File: config.mk
export PLATFORM = sky130hd
export DESIGN_NAME = mm_lane
export DESIGN_NICKNAME = d
export VERILOG_FILES = /design/src/hdl/mm_ctrl_pkg.sv /design/src/hdl/mm_types_pkg.sv /design/src/hdl/mm_lane.sv /design/src/hdl/mac_pe.sv
export SDC_FILE = /design/constraint.sdc
export NUM_CORES = 2
export LEC_CHECK = 0
export BUFFER_PORTS_ARGS = -buffer_cell sky130_fd_sc_hd__buf_2
export CORE_UTILIZATION = 65
export DETAILED_ROUTE_END_ITERATION = 10
export GPL_TIMING_DRIVEN = 0
export HOLD_SLACK_MARGIN = 0.15
export PLACE_DENSITY = 0.94
export RECOVER_POWER = 50
export SLEW_MARGIN = 25
export SYNTH_ARGS = -nofsm -noshare
export SYNTH_HDL_FRONTEND = slang
export SYNTH_SLANG_ARGS = --single-unit
File: constraint.sdc
create_clock -name clk -period 25.1 [get_ports clk]
set_clock_uncertainty 0.15 [all_clocks]
set_input_delay 2.51 -clock clk [delete_from_list [all_inputs] [get_ports clk]]
set_output_delay 2.51 -clock clk [all_outputs]
set_load 0.01 [all_outputs]
File: src/hdl/mm_ctrl_pkg.sv
`default_nettype none

package mm_ctrl_pkg;

    // ==================================================
    // Sequencer encodings.
    // ==================================================
    typedef enum logic [1:0] {
        SEQ_IDLE    = 2'd0,
        SEQ_COMPUTE = 2'd1,
        SEQ_FINISH  = 2'd2
    } seq_state_t;

    localparam int STEP_W = 2;

    // Steps counted from the first compute cycle.
    localparam logic [STEP_W-1:0] ROW1_STEP = 2'd2;
    localparam logic [STEP_W-1:0] ROW2_STEP = 2'd3;

    // One enable per processing element of a lane.
    typedef struct packed {
        logic pe11;
        logic pe12;
        logic pe21;
        logic pe22;
    } pe_en_t;

endpackage

`default_nettype wire

File: src/hdl/mm_types_pkg.sv
`default_nettype none

package mm_types_pkg;

    // ==================================================
    // Operand and accumulator sizes.
    // ==================================================
    localparam int ELEM_W  = 8;
    localparam int VEC_LEN = 4;
    localparam int ACC_W   = 32;
    localparam int LANES   = 2;

    // One unsigned matrix element.
    typedef logic [ELEM_W-1:0] elem_t;

    // Four elements, element 0 in the low byte.
    typedef struct packed {
        elem_t [VEC_LEN-1:0] e;
    } vec_t;

    // Partial and final sums.
    typedef logic [ACC_W-1:0] acc_t;

    // One vector per lane, lane 0 in the lower half.
    typedef struct packed {
        vec_t [LANES-1:0] lane;
    } operand_t;

    // One result per lane, lane 0 in the lower half.
    typedef struct packed {
        acc_t [LANES-1:0] lane;
    } result_t;

endpackage

`default_nettype wire
File: src/hdl/mm_lane.sv
`timescale 1ns/1ps
`default_nettype none

module mm_lane import mm_types_pkg::*; import mm_ctrl_pkg::*; (
    input  logic   clk,
    input  logic   rst,
    input  logic   load,
    input  vec_t   a1,
    input  vec_t   a2,
    input  vec_t   b1,
    input  vec_t   b2,
    input  pe_en_t pe_en,
    input  logic   cap_row1,
    input  logic   cap_row2,
    output acc_t   row1,
    output acc_t   row2
);

    vec_t a1_q;
    vec_t a2_q;
    vec_t b1_q;
    vec_t b2_q;

    vec_t a_11_21;
    vec_t a_12_22;
    vec_t b_11_12;
    vec_t b_21_22;
    acc_t c_11_12;
    acc_t c_21_22;
    acc_t sum_12;
    acc_t sum_22;

    // Operand latch.
    always_ff @(posedge clk) begin
        if (load) begin
            a1_q <= a1;
            a2_q <= a2;
            b1_q <= b1;
            b2_q <= b2;
        end
    end

    // ==================================================
    // 2x2 grid, A runs down and B runs across.
    // ==================================================
    mac_pe pe11 (
        .clk(clk), .rst(rst), .en(pe_en.pe11),
        .a_in(a1_q), .b_in(b1_q), .c_in('0),
        .a_out(a_11_21), .b_out(b_11_12), .c_out(c_11_12)
    );

    mac_pe pe12 (
        .clk(clk), .rst(rst), .en(pe_en.pe12),
        .a_in(a2_q), .b_in(b_11_12), .c_in(c_11_12),
        .a_out(a_12_22), .b_out(), .c_out(sum_12)
    );

    mac_pe pe21 (
        .clk(clk), .rst(rst), .en(pe_en.pe21),
        .a_in(a_11_21), .b_in(b2_q), .c_in('0),
        .a_out(), .b_out(b_21_22), .c_out(c_21_22)
    );

    mac_pe pe22 (
        .clk(clk), .rst(rst), .en(pe_en.pe22),
        .a_in(a_12_22), .b_in(b_21_22), .c_in(c_21_22),
        .a_out(), .b_out(), .c_out(sum_22)
    );

    // Results hold until the next job's strobes.
    always_ff @(posedge clk or negedge rst) begin
        if (!rst) begin
            row1 <= '0;
            row2 <= '0;
        end else begin
            if (cap_row1) begin
                row1 <= sum_12;
            end
            if (cap_row2) begin
                row2 <= sum_22;
            end
        end
    end

endmodule

`default_nettype wire

File: src/hdl/mac_pe.sv
`timescale 1ns/1ps
`default_nettype none

module mac_pe import mm_types_pkg::*; (
    input  logic clk,
    input  logic rst,
    input  logic en,
    input  vec_t a_in,
    input  vec_t b_in,
    input  acc_t c_in,
    output vec_t a_out,
    output vec_t b_out,
    output acc_t c_out
);

    acc_t dot;

    // Products are widened to the accumulator before summing.
    always_comb begin
        dot = '0;
        for (int i = 0; i < VEC_LEN; i++) begin
            dot = dot + acc_t'(a_in.e[i]) * acc_t'(b_in.e[i]);
        end
    end

    // Operands move on to the neighbours with the sum.
    always_ff @(posedge clk or negedge rst) begin
        if (!rst) begin
            a_out <= '0;
            b_out <= '0;
            c_out <= '0;
        end else if (en) begin
            a_out <= a_in;
            b_out <= b_in;
            c_out <= c_in + dot;
        end
    end

endmodule

`default_nettype wire

==> results by stage <==
Setup path:
- The standard cell with the maximum stage delay on the critical path is clkbuf_1.
- STA classifies the critical path endpoint as a flip-flop.
- The largest stage delay on the critical path is 0.58 ns.
- The logic depth of the worst register-to-register path is 33.
- The critical path class is reg -> reg.
- For flop-to-flop paths, the worst setup slack is 14.62 ns.
- The cell that appears most often on the critical path is fa_1.
- The worst path arrival time is 10.82 ns.
- The endpoint of the worst-slack reg-to-reg timing path is pe12.c_out[19].
- The required arrival time at the worst endpoint is 25.44 ns.
- STA classifies the critical path startpoint as a flip-flop.
- The launch instance of the worst register-to-register path is a2_q[5].
- Of all nets on the critical path, the largest fanout is 9.

Floorplan:
- In this run the core area contains 102 standard-cell rows.
- The floorplan step set the die height to 283.0 um.
- The standard cell core area is 77,850 um^2.
- The count of pins on the block boundary is 201.
- The die covers 80,100 um^2.
- The effective utilization at floorplan is 65.94%.
- Measured along the x axis, the die boundary spans 283.0 um.

Place:
- During placement, the flow inserted port buffers numbering 174.
- After legalization and detailed placement, the total HPWL measured 102,200 um.
- The placer congestion estimate is 0.9147.

Clock network:
- The number of levels the H-tree was split into is 2.
- Clock-pin slew was measured on the worst setup and hold paths at 0.06 ns.
- The clock root buffer master is clkbuf_16.
- After clock tree synthesis, the flow added hold-fix buffers numbering 0.
- The total CTS buffers is 46.
- The clock insertion delay at the later pin of the skew report is 0.61 ns.
- The number of buffers inserted by post-CTS setup repair is 0.
- Counting along the longest clock path gives a buffer depth of 3.
- The clock drives 378 sinks.
- The post-cts resize count is 0.
- The CTS tree is done.

Synth:
- After technology mapping, the gate count stands at 4,931.
- The largest family of logic cells by synthesized area is adder cells.
- The Yosys step of the flow raised 0 warnings.
- Synthesis inferred 378 register bits.
- The mux cell area share after synthesis is 4.780%.
- The number of distinct library cell variants in the gate-level netlist after synthesis is 70.
- The mapped netlist covers 51,330 um^2.
- By count the netlist is led by inv_1 (1,130), fa_1 (870), and2_1 (638), ha_1 (578), nand2_1 (441).
- Among all cell types in the netlist, the one instantiated most often is inv_1.
- After synthesis, the cell types taking the most area are fa_1 (34%), ha_1 (14%), dfrtp_1 (12%), inv_1 (8.3%), and2_1 (7.8%).
- The area share of fa/ha/maj cells after synthesis is 48.02%.
- The share of the synthesized area in compound gates (AO/OA/AOI/OAI) is 3.827%.
- Summing the areas of all xor and xnor instances in the mapped netlist gives 1.638% of the synthesized area.
- The number of enable flip-flop cells after synthesis is 128.
- The cell taking the most area after synthesis is fa_1.
- Summing the areas of all and, or, nand and nor instances in the mapped netlist gives 12.87% of the synthesized area.
- For this run, the register share of the synthesized area comes to 19.68%.
- The average footprint of a synthesized cell is 10.41 um^2.
- The area share of the leading cell type in the synthesized netlist is 33.93%.
- The fraction of registers with async set/reset is 66.14%.
- The predominant post-synthesis flop cell is dfrtp_1.

Worst hold path:
- In this run the most critical hold path is launched from row2[9].
- Counting instances, the worst hold path has a depth of 1.
- The worst min-delay path category is reg -> reg.
- The worst-case hold path end point is row2[9].

Timing:
- Summed over all failing endpoints, the final setup total negative slack is 0 ns.
- Derived from the worst setup path, the maximum achievable clock frequency is 0.09541 GHz.
- In this run the tightest slew margin relative to its limit is -170.4%.
- The hold violation total from the final report came to 0.
- The final count of negative-setup-slack endpoints is 0.
- Setup repair after global routing left no endpoint under its margin.
- The transition at the pin with the smallest max-transition slack is 4.056 ns.
- The final critical path takes up 41.76% of the cycle.
- For the finished layout, the period the worst path requires is 10.48 ns.
- The number of max-slew violations in the final report came to 302.

Layout:
- Compared with the post-synthesis result, the final layout area differs by 7.617%.
- Cells with a size suffix above 1 make up 9.321% of the layout.
- The final layout net count is 6,763.

Route:
- The number of routed nets with antenna violations is 0.
- Before antenna repair, the detailed router went through 7 iterations.
- The post-detailed-route DRC marker count is 0.
- For this block, the initial DRC count from the detailed router was 2,799.
- The per-cell routed wire length is 20.74 um.
- Using the TritonRoute via totals, the vias-per-cell ratio works out to 5.857.
- For this block, the routed nets add up to 129,700 um of wire.
- The routed layout has 36,640 vias.

Global routing:
- After global routing, the most crowded layer is met2.
- Global routing used 33.54% of the available tracks.
- The via count of the first global-routing pass is 41,340.
- The met2 usage in global routing is 56.21%.
- Entering global routing, the biggest net connects 85 pins.
- Global routing used 5.346% of the available met3 tracks.
- The number of antenna violations at the first check in global routing is 3.
- Global routing finished with a remaining overflow of 0.
- The first global-routing pass estimated 210,700 um of wire.
- In the global route stage, met1 resource usage came out at 38.94%.

Job:
- Max-cap violations in this run came to 5.

Outcome:
- The final reports fail on max-capacitance violations, max-slew violations.
- The flow ran to the end, but the final reports show violations.
registers in the layout, indices dropped and copies added (netlist names):
register	flops
pe11.a_out	32
pe21.c_out	19
row1	21
pe21.b_out	32
b2_q	32
b1_q	32
pe11.b_out	32
pe12.c_out	21
a1_q	32
pe11.c_out	19
pe22.c_out	21
pe12.a_out	32
row2	21
a2_q	32
layout make-up:
type	count	area (um^2)
repair buffers	178	880.8
multi-input cells	3340	36600
flip-flops and latches	378	10100
diodes	1	2.502
well taps	1040	1301
fillers	4923	22610
clock buffers	60	1297
plain buffers	104	474.2
clock inverters	24	346.6
inverters	1130	4242
worst max-delay path by stage:
stage | slack, ns | cells past startpoint | endpoint | start
2_1_floorplan | 16.07 | 32 | pe22.c_out[18] | pe12.a_out[5]
3_5_place_dp | 14.83 | 30 | pe12.c_out[20] | a2_q[5]
4_1_cts | 14.82 | 30 | pe12.c_out[20] | a2_q[5]
3_3_place_gp | 15.12 | 33 | pe12.c_out[19] | a2_q[5]
6_report | 14.62 | 33 | pe12.c_out[19] | a2_q[5]
5_1_grt | 14.28 | 33 | pe12.c_out[18] | a2_q[5]
metal layers:
layer,up-vias,share of wire [%]
met2,1936,49
met5,-,0.018
met4,4,8.8
li1,15590,-
met3,675,7.7
met1,18430,35
logic make-up after synthesis:
| group | count (synthesis) |
|---|---|
| DFF | 378 |
| buffers and inverters | 1234 |
| other | 1 |
| and+or+nand+nor | 1261 |
| muxes | 218 |
| adders and majority gates | 1448 |
| xor gates and xnor gates | 96 |
| AOI/OAI and AO/OA | 295 |
placed cells by master, fill, tap and decap left out, types with 15 or more instances in the layout:
master and instances:
inv_1 1130, fa_1 870, and2_1 638, ha_1 578, nand2_1 441, dfrtp_1 250
mux2_2 217, buf_2 151, edfxtp_1 128, clkbuf_1 104, a21oi_1 77, xnor2_1 69
nor2_1 63, o21ai_0 51, clkbuf_16 49, a21o_1 40, xor2_1 27, nor3_1 23
buf_4 22, conb_1 22, o21a_1 19, nor2b_1 17, and3_1 16, nand3_1 15
a211oi_1 15
through the flow:
step                      std cells  utilization, %  hold WS (ns)  worst slack (ns)  cell area, um^2
after floorplan                4952               -        0.3033             16.07            51410
after global placement         6166           68.83        0.3355             15.12            53580
after detailed placement       6170           69.00        0.3418             14.83            53710
after CTS                      6254           71.11        0.3548             14.82            55360
after global routing           6254           70.95        0.3711             14.28            55240
final                          6255           70.96        0.3532             14.62            55240
critical path, delay by kind of cell, from the launching register on:
| family | cells | cell delay (ns) |
|---|---|---|
| simple gates | 2 | 0.49 |
| flops | 1 | 0.34 |
| fa+ha+maj | 13 | 5.89 |
| xor+xnor | 2 | 0.53 |
| compound gates | 9 | 1.88 |
| buf+inv | 6 | 0.84 |
| mux | 1 | 0.26 |
Power is left out: the tool's default activity adds up to more than one toggle a clock period on the data nets, which glitch-free logic cannot reach.
