### src/hdl/mm_ctrl_pkg.sv
`default_nettype none

package mm_ctrl_pkg;

    // ==================================================
    // Sequencer encodings.
    // ==================================================
    typedef enum logic [1:0] {
        SEQ_IDLE    = 2'd0,
        SEQ_COMPUTE = 2'd1,
        SEQ_FINISH  = 2'd2
    } seq_state_t;

    localparam int STEP_W = 2;

    // Steps counted from the first compute cycle.
    localparam logic [STEP_W-1:0] ROW1_STEP = 2'd2;
    localparam logic [STEP_W-1:0] ROW2_STEP = 2'd3;

    // One enable per processing element of a lane.
    typedef struct packed {
        logic pe11;
        logic pe12;
        logic pe21;
        logic pe22;
    } pe_en_t;

endpackage

`default_nettype wire

### src/hdl/mm_sequencer.sv
`timescale 1ns/1ps
`default_nettype none

module mm_sequencer import mm_ctrl_pkg::*; (
    input  logic   clk,
    input  logic   rst,
    input  logic   start,
    output logic   busy,
    output logic   load,
    output pe_en_t pe_en,
    output logic   cap_row1,
    output logic   cap_row2,
    output logic   row1_valid,
    output logic   row2_valid,
    output logic   done
);

    seq_state_t state;
    seq_state_t next_state;
    logic [STEP_W-1:0] step;

    assign load = start && (state == SEQ_IDLE);
    assign busy = (state != SEQ_IDLE);

    // ==================================================
    // FSM
    // ==================================================
    always_comb begin
        next_state = state;
        case (state)
            SEQ_IDLE: begin
                if (start) begin
                    next_state = SEQ_COMPUTE;
                end
            end
            SEQ_COMPUTE: begin
                if (step == ROW2_STEP) begin
                    next_state = SEQ_FINISH;
                end
            end
            SEQ_FINISH: next_state = SEQ_IDLE;
            default:    next_state = SEQ_IDLE;
        endcase
    end

    always_ff @(posedge clk or negedge rst) begin
        if (!rst) begin
            state <= SEQ_IDLE;
            step  <= '0;
        end else begin
            state <= next_state;
            if (state == SEQ_COMPUTE) begin
                step <= step + 1'b1;
            end else begin
                step <= '0;
            end
        end
    end

    // ==================================================
    // PE schedule and capture strobes
    // ==================================================
    always_comb begin
        pe_en    = '0;
        cap_row1 = 1'b0;
        cap_row2 = 1'b0;
        if (state == SEQ_COMPUTE) begin
            case (step)
                STEP_W'(0): pe_en.pe11 = 1'b1;
                STEP_W'(1): begin
                    pe_en.pe12 = 1'b1;
                    pe_en.pe21 = 1'b1;
                end
                // pe22 stays on into row 2, its inputs hold by then.
                ROW1_STEP: begin
                    pe_en.pe22 = 1'b1;
                    cap_row1   = 1'b1;
                end
                ROW2_STEP: begin
                    pe_en.pe22 = 1'b1;
                    cap_row2   = 1'b1;
                end
                default: ;
            endcase
        end
    end

    // Valid pulses follow the capture edge.
    always_ff @(posedge clk or negedge rst) begin
        if (!rst) begin
            row1_valid <= 1'b0;
            row2_valid <= 1'b0;
        end else begin
            row1_valid <= cap_row1;
            row2_valid <= cap_row2;
        end
    end

    assign done = row2_valid;

endmodule

`default_nettype wire

### config.mk
export PLATFORM = sky130hd
export DESIGN_NAME = mm_sequencer
export DESIGN_NICKNAME = d
export VERILOG_FILES = /design/src/hdl/mm_ctrl_pkg.sv /design/src/hdl/mm_sequencer.sv
export SDC_FILE = /design/constraint.sdc
export NUM_CORES = 1
export LEC_CHECK = 0
export BUFFER_PORTS_ARGS = -buffer_cell sky130_fd_sc_hd__buf_2
export CORE_AREA = 2 2 39 41
export CTS_CLUSTER_SIZE = 40
export DETAILED_ROUTE_END_ITERATION = 7
export DIE_AREA = 0 0 41 43
export HOLD_SLACK_MARGIN = 0.12
export PLACE_DENSITY = 0.47
export SYNTH_ARGS = -nofsm -noshare
export SYNTH_HDL_FRONTEND = slang
export SYNTH_SLANG_ARGS = --single-unit
### constraint.sdc
create_clock -name clk -period 0.9 [get_ports clk]
set_input_delay 0.09 -clock clk [delete_from_list [all_inputs] [get_ports clk]]
set_output_delay 0.09 -clock clk [all_outputs]
set_load 0.01 [all_outputs]
==> impl_metrics.csv, run 1 <==
group,metric,value,unit
outcome,outcome,"finished with violations",
outcome,violations,"negative setup slack",
floorplan,num_rows,14,
synth,ys_seq_elements,6,
final_layout,layout_common_cells,"8 x buf_2, 5 x and2_4, 5 x buf_6",
global_route,grt_use_met2,0.119,
global_route,grt_use_met3,0.0628,
synth,synth.distinct_cells,11,
cts,insertion_delay,240,ps
timing,maxSlewViolCount,0,
global_route,grt_busiest_layer,"met2",
cts,clockBufferDepth,2,
cts,htreeDepth,1,
power,seqPwrFrac,0.273,
power,p_per_area,3280,mW/mm²
place,postPlaceCellArea,402,µm²
job,cap_violations,0,
floorplan,die-area,0.00176,mm²
timing,fin_crit_sh,1.41,
power,p_sw_frac,0.356,
critical_path,worstReg2RegEnd,"state[0]",
cts,cts_tree,"yes",
floorplan,core,0.00138,mm²
drt,wire_per_inst,10.0,µm
drt,drt-vias-per-instance,3.78,
timing,finalWorstSetupSlack,-365,ps
global_route,antenna_found_initial,0,
critical_path,regToRegStartpoint,"step[0]",
place,gp_congestion,0.634,
power,p_comb_frac,0.589,
critical_path,r2r_slack,-160,ps
floorplan,chipHeight,43,µm
final_layout,layout_commonest_cell,"buf_2",
critical_path,crit_path_cell_trace,"ha_4 > o21a_1 > buf_2",
critical_path,cp_slowest_cell,"dfrtp_2",
final_layout,utilization,0.393,
synth,synthCells,29,
final_layout,fin_area,544,µm²
drt,drtIter0Drc,0,
global_route,grt_pass1_vias,247,
drt,drc,0,
final_layout,fill_cells,145,
drt,vias,242,
place,pre_cts_ws,-136,ps
cts,cts_num_sinks,6,
critical_path,slowest_delay,450,ps
critical_path,path_class,"register to output port",
floorplan,io_pins,14,
cts,numCtsBuffers,3,
timing,clock.fmax,0.791,GHz
floorplan,die_w,41,µm
timing,setup_violations,11,
global_route,grt_util_all_layers,0.0956,
timing,hold_violations,0,
cts,clkTransAtPathRegs,50,ps
critical_path,crit_path_start_kind,"register",
timing,final.min_clock_period,1260,ps
drt,firstDrtPassIters,1,
cts,cts_root_buf,"clkbuf_4",
final_layout,diodes,0,
critical_path,worstPathMaxFanout,3,
power,power.internal,1.15,mW
critical_path,arrival,1170,ps
global_route,grt_pass1_wl,1.00,mm
floorplan,initial_core_util,0.231,
power,p_leak,0.275,nW
drt,final_antenna_net_count,0,
synth,yosys_warnings,0,
timing,worst_slew_pin_slew,176,ps
final_layout,layout.nets,57,
timing,rsz0062_at_grt,"yes",
final_layout,syn_to_final_growth,70.6,%
power,max-vdd-ir-drop,1.19,mV
drt,wl,641,µm
synth,synth.yosys.seq_area_share,0.471,
critical_path,worst_r2r_path_depth,4,
power,p_sw,0.636,mW
global_route,grt-ovfl-total,0,
global_route,grtUsageMet1,0.0971,
critical_path,critPathRequiredTime,810,ps
synth,synth_area,319,µm²
synth,syn-num-nets,36,
timing,fin_worst_skew,1.04,ps
power,p_clk_frac,0.138,
final_layout,drive_above_1_share,0.729,
place,port_buffers,13,
synth,synth_area_per_cell,11.0,µm²
global_route,grt_max_degree,9,
hold_path,min_path_type,"primary input to asynchronous set/reset pin",
timing,relSlewSlack,0.883,
critical_path,endpoint_kind,"output port",
[per-stage QoR]
stage / setup TNS, ps / total power, mW / hold WS (ps) / instances
6_report: -2910 / 1.79 / 203 / 64
5_1_grt: -3640 / 1.99 / 208 / 64
4_1_cts: -2980 / 1.60 / 202 / 63
3_5_place_dp: -790 / 1.17 / -73.1 / 57
3_3_place_gp: -712 / 1.16 / -77.4 / 57
2_1_floorplan: -46.6 / 0.941 / -206 / 29
[logic make-up (layout without fill, tap and decap cells)]
family / count (synthesis) / count (layout) / share of synthesized area
compound gates: 2 / 2 / 0.0392
fa+ha+maj: 4 / 4 / 0.157
buf+inv: 5 / 24 / 0.0823
flops: 6 / 6 / 0.471
simple gates: 12 / 12 / 0.251
[sequential cells by signal (all words and copies together), names as in the netlist]
register,cells
state,2
step,2
done,1
row1_valid,1
[Yosys cell counts]
library cell  count  area share
dfrtp_1           6        0.47
inv_1             3       0.035
buf_4             2       0.047
a21oi_1           1       0.016
and2_1            7        0.14
or2_1             1       0.020
nand2b_1          2       0.039
nor2_1            1       0.012
o21a_1            1       0.024
nor2b_4           1       0.043
ha_1              4        0.16
[cell type report]
type	count	area, µm²	area share
Clock buffer	3	22.5	0.0414
Inverter	3	13.8	0.0253
Multi-Input combinational cell	18	196	0.361
Sequential cell	6	153	0.280
Tap cell	16	20.0	0.0368
Timing Repair Buffer	18	139	0.255
[critical path: cells and delay by family, from the launching register on]
kind | cells | cell delay, ps
AOI/OAI and AO/OA | 1 | 170
DFF | 1 | 450
adders and majority gates | 1 | 180
buffers and inverters | 1 | 130
[power by group through the flow]
stage	clock [mW]	sequential, mW	combinational (mW)
2_1_floorplan	0	0.441	0.500
3_3_place_gp	0	0.437	0.719
3_5_place_dp	0	0.443	0.723
4_1_cts	0.262	0.446	0.893
5_1_grt	0.292	0.503	1.19
6_report	0.247	0.488	1.05
[routing by layer]
layer / up-vias / wire length [µm]
met3: 2 / 49
met1: 107 / 249
met2: 8 / 333
met5: - / 0
li1: 125 / -
met4: 0 / 10
[worst max path at each step]
stage	startpoint	to	slack, ps	cells past startpoint
4_1_cts	step[0]	pe_en[0]	-370	4
3_5_place_dp	step[0]	pe_en[0]	-140	4
3_3_place_gp	step[0]	pe_en[0]	-140	3
6_report	step[0]	pe_en[0]	-360	3
2_1_floorplan	step[0]	step[1]	-20	3
5_1_grt	step[0]	pe_en[0]	-430	3
[repair_timing]
action,in CTS,in global routing
gates resized for setup,10,11
pin swaps,2,3
hold endpoints to repair,7,0
setup buffers,1,1
hold buffers,2,0
endpoints found under the setup margin,12,12
(Power assumes the default switching activity.)
==> inputs of run 2 (changes only) <==
- PLACE_DENSITY: 0.47 -> 0.45
- clock period: 0.9 -> 1.6 ns (I/O delays scaled with it)
==> run 2 against run 1 <==
Net effect:
- the run now ends clean
- largest power group unchanged
- via count fell by 4.1%
- total power decreased by 58%
- critical endpoint unchanged
- clock power decreased by 45%
- register-to-register slack improved by 780 ps
- final area is 23% lower
- count of clock-buffer cells in the layout is the same
- global-route usage shrank 1.8 points
- highest routed layer is now met3
- utilization down 8.9 points
==> impl_metrics.csv, run 2 (same netlist as run 1, synthesis figures left out) <==
group,metric,value,unit
outcome,outcome,"finished, final reports clean",
drt,drt-vias-per-instance,3.87,
critical_path,critPathTopFamily,"flip-flops",
critical_path,slowest_delay,390,ps
global_route,grt_max_degree,9,
final_layout,drive_above_1_share,0.386,
cts,cts_root_buf,"clkbuf_4",
timing,clock.fmax,0.743,GHz
drt,vias,232,
final_layout,syn_to_final_growth,32.2,%
global_route,grt_use_met2,0.0938,
cts,cts_post_setup_buffers_inserted,0,
drt,final_antenna_net_count,0,
cts,cts_num_sinks,6,
floorplan,initial_core_util,0.231,
final_layout,fin_area,422,µm²
timing,setup_violations,0,
critical_path,crit_path_cell_trace,"ha_1 > o21a_1 > buf_2",
power,p_comb_frac,0.491,
global_route,grt_util_all_layers,0.0776,
critical_path,cp_slowest_cell,"dfrtp_1",
timing,hold_slack,187,ps
place,post-dp-hpwl,403,µm
critical_path,r2r_slack,620,ps
place,postPlaceCellArea,389,µm²
critical_path,crit_path_start_kind,"register",
floorplan,die_w,41,µm
critical_path,arrival,1190,ps
place,gp_congestion,0.610,
power,max-vdd-ir-drop,0.692,mV
final_layout,fill_cells,157,
timing,final.min_clock_period,1350,ps
timing,relSlewSlack,0.898,
drt,drtIter0Drc,0,
drt,wire_per_inst,8.43,µm
timing,maxSlewViolCount,0,
timing,rsz0062_at_grt,"no",
drt,wl,506,µm
critical_path,path_class,"register to output port",
critical_path,worst_r2r_path_depth,3,
critical_path,critPathCapture,"pe_en[0]",
power,p_sw,0.274,mW
timing,fin_worst_skew,0.214,ps
critical_path,worstSetupStartpoint,"step[0]",
drt,firstDrtPassIters,1,
global_route,grt_pass1_wl,786,µm
cts,cts_hold_buf,1,
cts,post_cts_resized,0,
power,p_per_area,1770,mW/mm²
global_route,grt_use_met3,0.0785,
cts,insertion_delay,240,ps
hold_path,min_path_type,"primary input to register",
floorplan,die-area,0.00176,mm²
final_layout,layout_commonest_cell,"buf_2",
timing,tns,0,ps
floorplan,core,0.00138,mm²
cts,htreeDepth,1,
power,p_clk_frac,0.183,
power,p_sw_frac,0.368,
critical_path,worstPathMaxFanout,4,
cts,numCtsBuffers,3,
critical_path,critical_path_depth,3,
critical_path,worstReg2RegEnd,"state[0]",
power,seqPwrFrac,0.326,
drt,drc,0,
final_layout,utilization,0.305,
floorplan,io_pins,14,
power,p_leak,0.245,nW
global_route,grt_pass1_vias,196,
cts,clkTransAtPathRegs,40,ps
floorplan,num_rows,14,
cts,cts_tree,"yes",
global_route,grt-ovfl-total,0,
timing,fin_crit_sh,0.842,
critical_path,critPathRequiredTime,1440,ps
cts,clockBufferDepth,2,
global_route,antenna_found_initial,0,
critical_path,regToRegStartpoint,"step[0]",
final_layout,layout_common_cells,"13 x buf_2, 7 x and2_1, 6 x dfrtp_1",
job,cap_violations,0,
floorplan,chipHeight,43,µm
final_layout,largest_registers,"state x2, step x2",
critical_path,endpoint_kind,"output port",
global_route,grtUsageMet1,0.0749,
global_route,grt_busiest_layer,"met2",
place,port_buffers,13,
timing,worst_slew_pin_slew,153,ps
power,power.internal,0.471,mW
final_layout,diodes,0,
timing,hold_violations,0,
final_layout,layout.nets,53,
critical_path,critPathBufInv,1,
## run 2: through the flow
| stage | total power, mW | cells | setup slack, ps |
|---|---|---|---|
| after detailed placement | 0.621 | 56 | 506 |
| after floorplan | 0.504 | 29 | 566 |
| final | 0.746 | 60 | 254 |
| after global routing | 0.834 | 60 | 163 |
| after global placement | 0.624 | 56 | 511 |
| after CTS | 0.770 | 60 | 231 |
## run 2: power by group through the flow
| stage | clock network, mW | logic, mW | registers, mW |
|---|---|---|---|
| 2_1_floorplan | 0 | 0.256 | 0.248 |
| 3_3_place_gp | 0 | 0.377 | 0.247 |
| 3_5_place_dp | 0 | 0.374 | 0.247 |
| 4_1_cts | 0.149 | 0.377 | 0.244 |
| 5_1_grt | 0.156 | 0.425 | 0.253 |
| 6_report | 0.136 | 0.366 | 0.243 |
## run 2: worst min path at each step
stage               start         end  slack [ps]  depth (start not counted)
floorplan             rst        done        -140                          0
global placement      rst  row1_valid          -7                          1
detailed placement    rst        done         -10                          1
CTS                 start    state[0]         180                          3
global route        start    state[0]         190                          3
finish              start    state[0]         190                          3
## run 2: area by class of cell
cell class	count	area [µm²]	share of cell area
timing repair buffer	14	75.1	0.178
tap	16	20.0	0.0475
inverter	3	11.3	0.0267
clock buffer	3	22.5	0.0534
multi-input combinational	18	143	0.338
sequential	6	150	0.356
## run 2: layer usage
layer | share of wire | wire, µm
met5 | 0 | 0
met4 | 0 | 0
met3 | 0.12 | 60
met2 | 0.47 | 236
met1 | 0.42 | 210
## run 2: tightest hold or removal path, cell delays in order
cell	delay, ps
buf_2	100
nand2b_1	60
a21oi_1	60
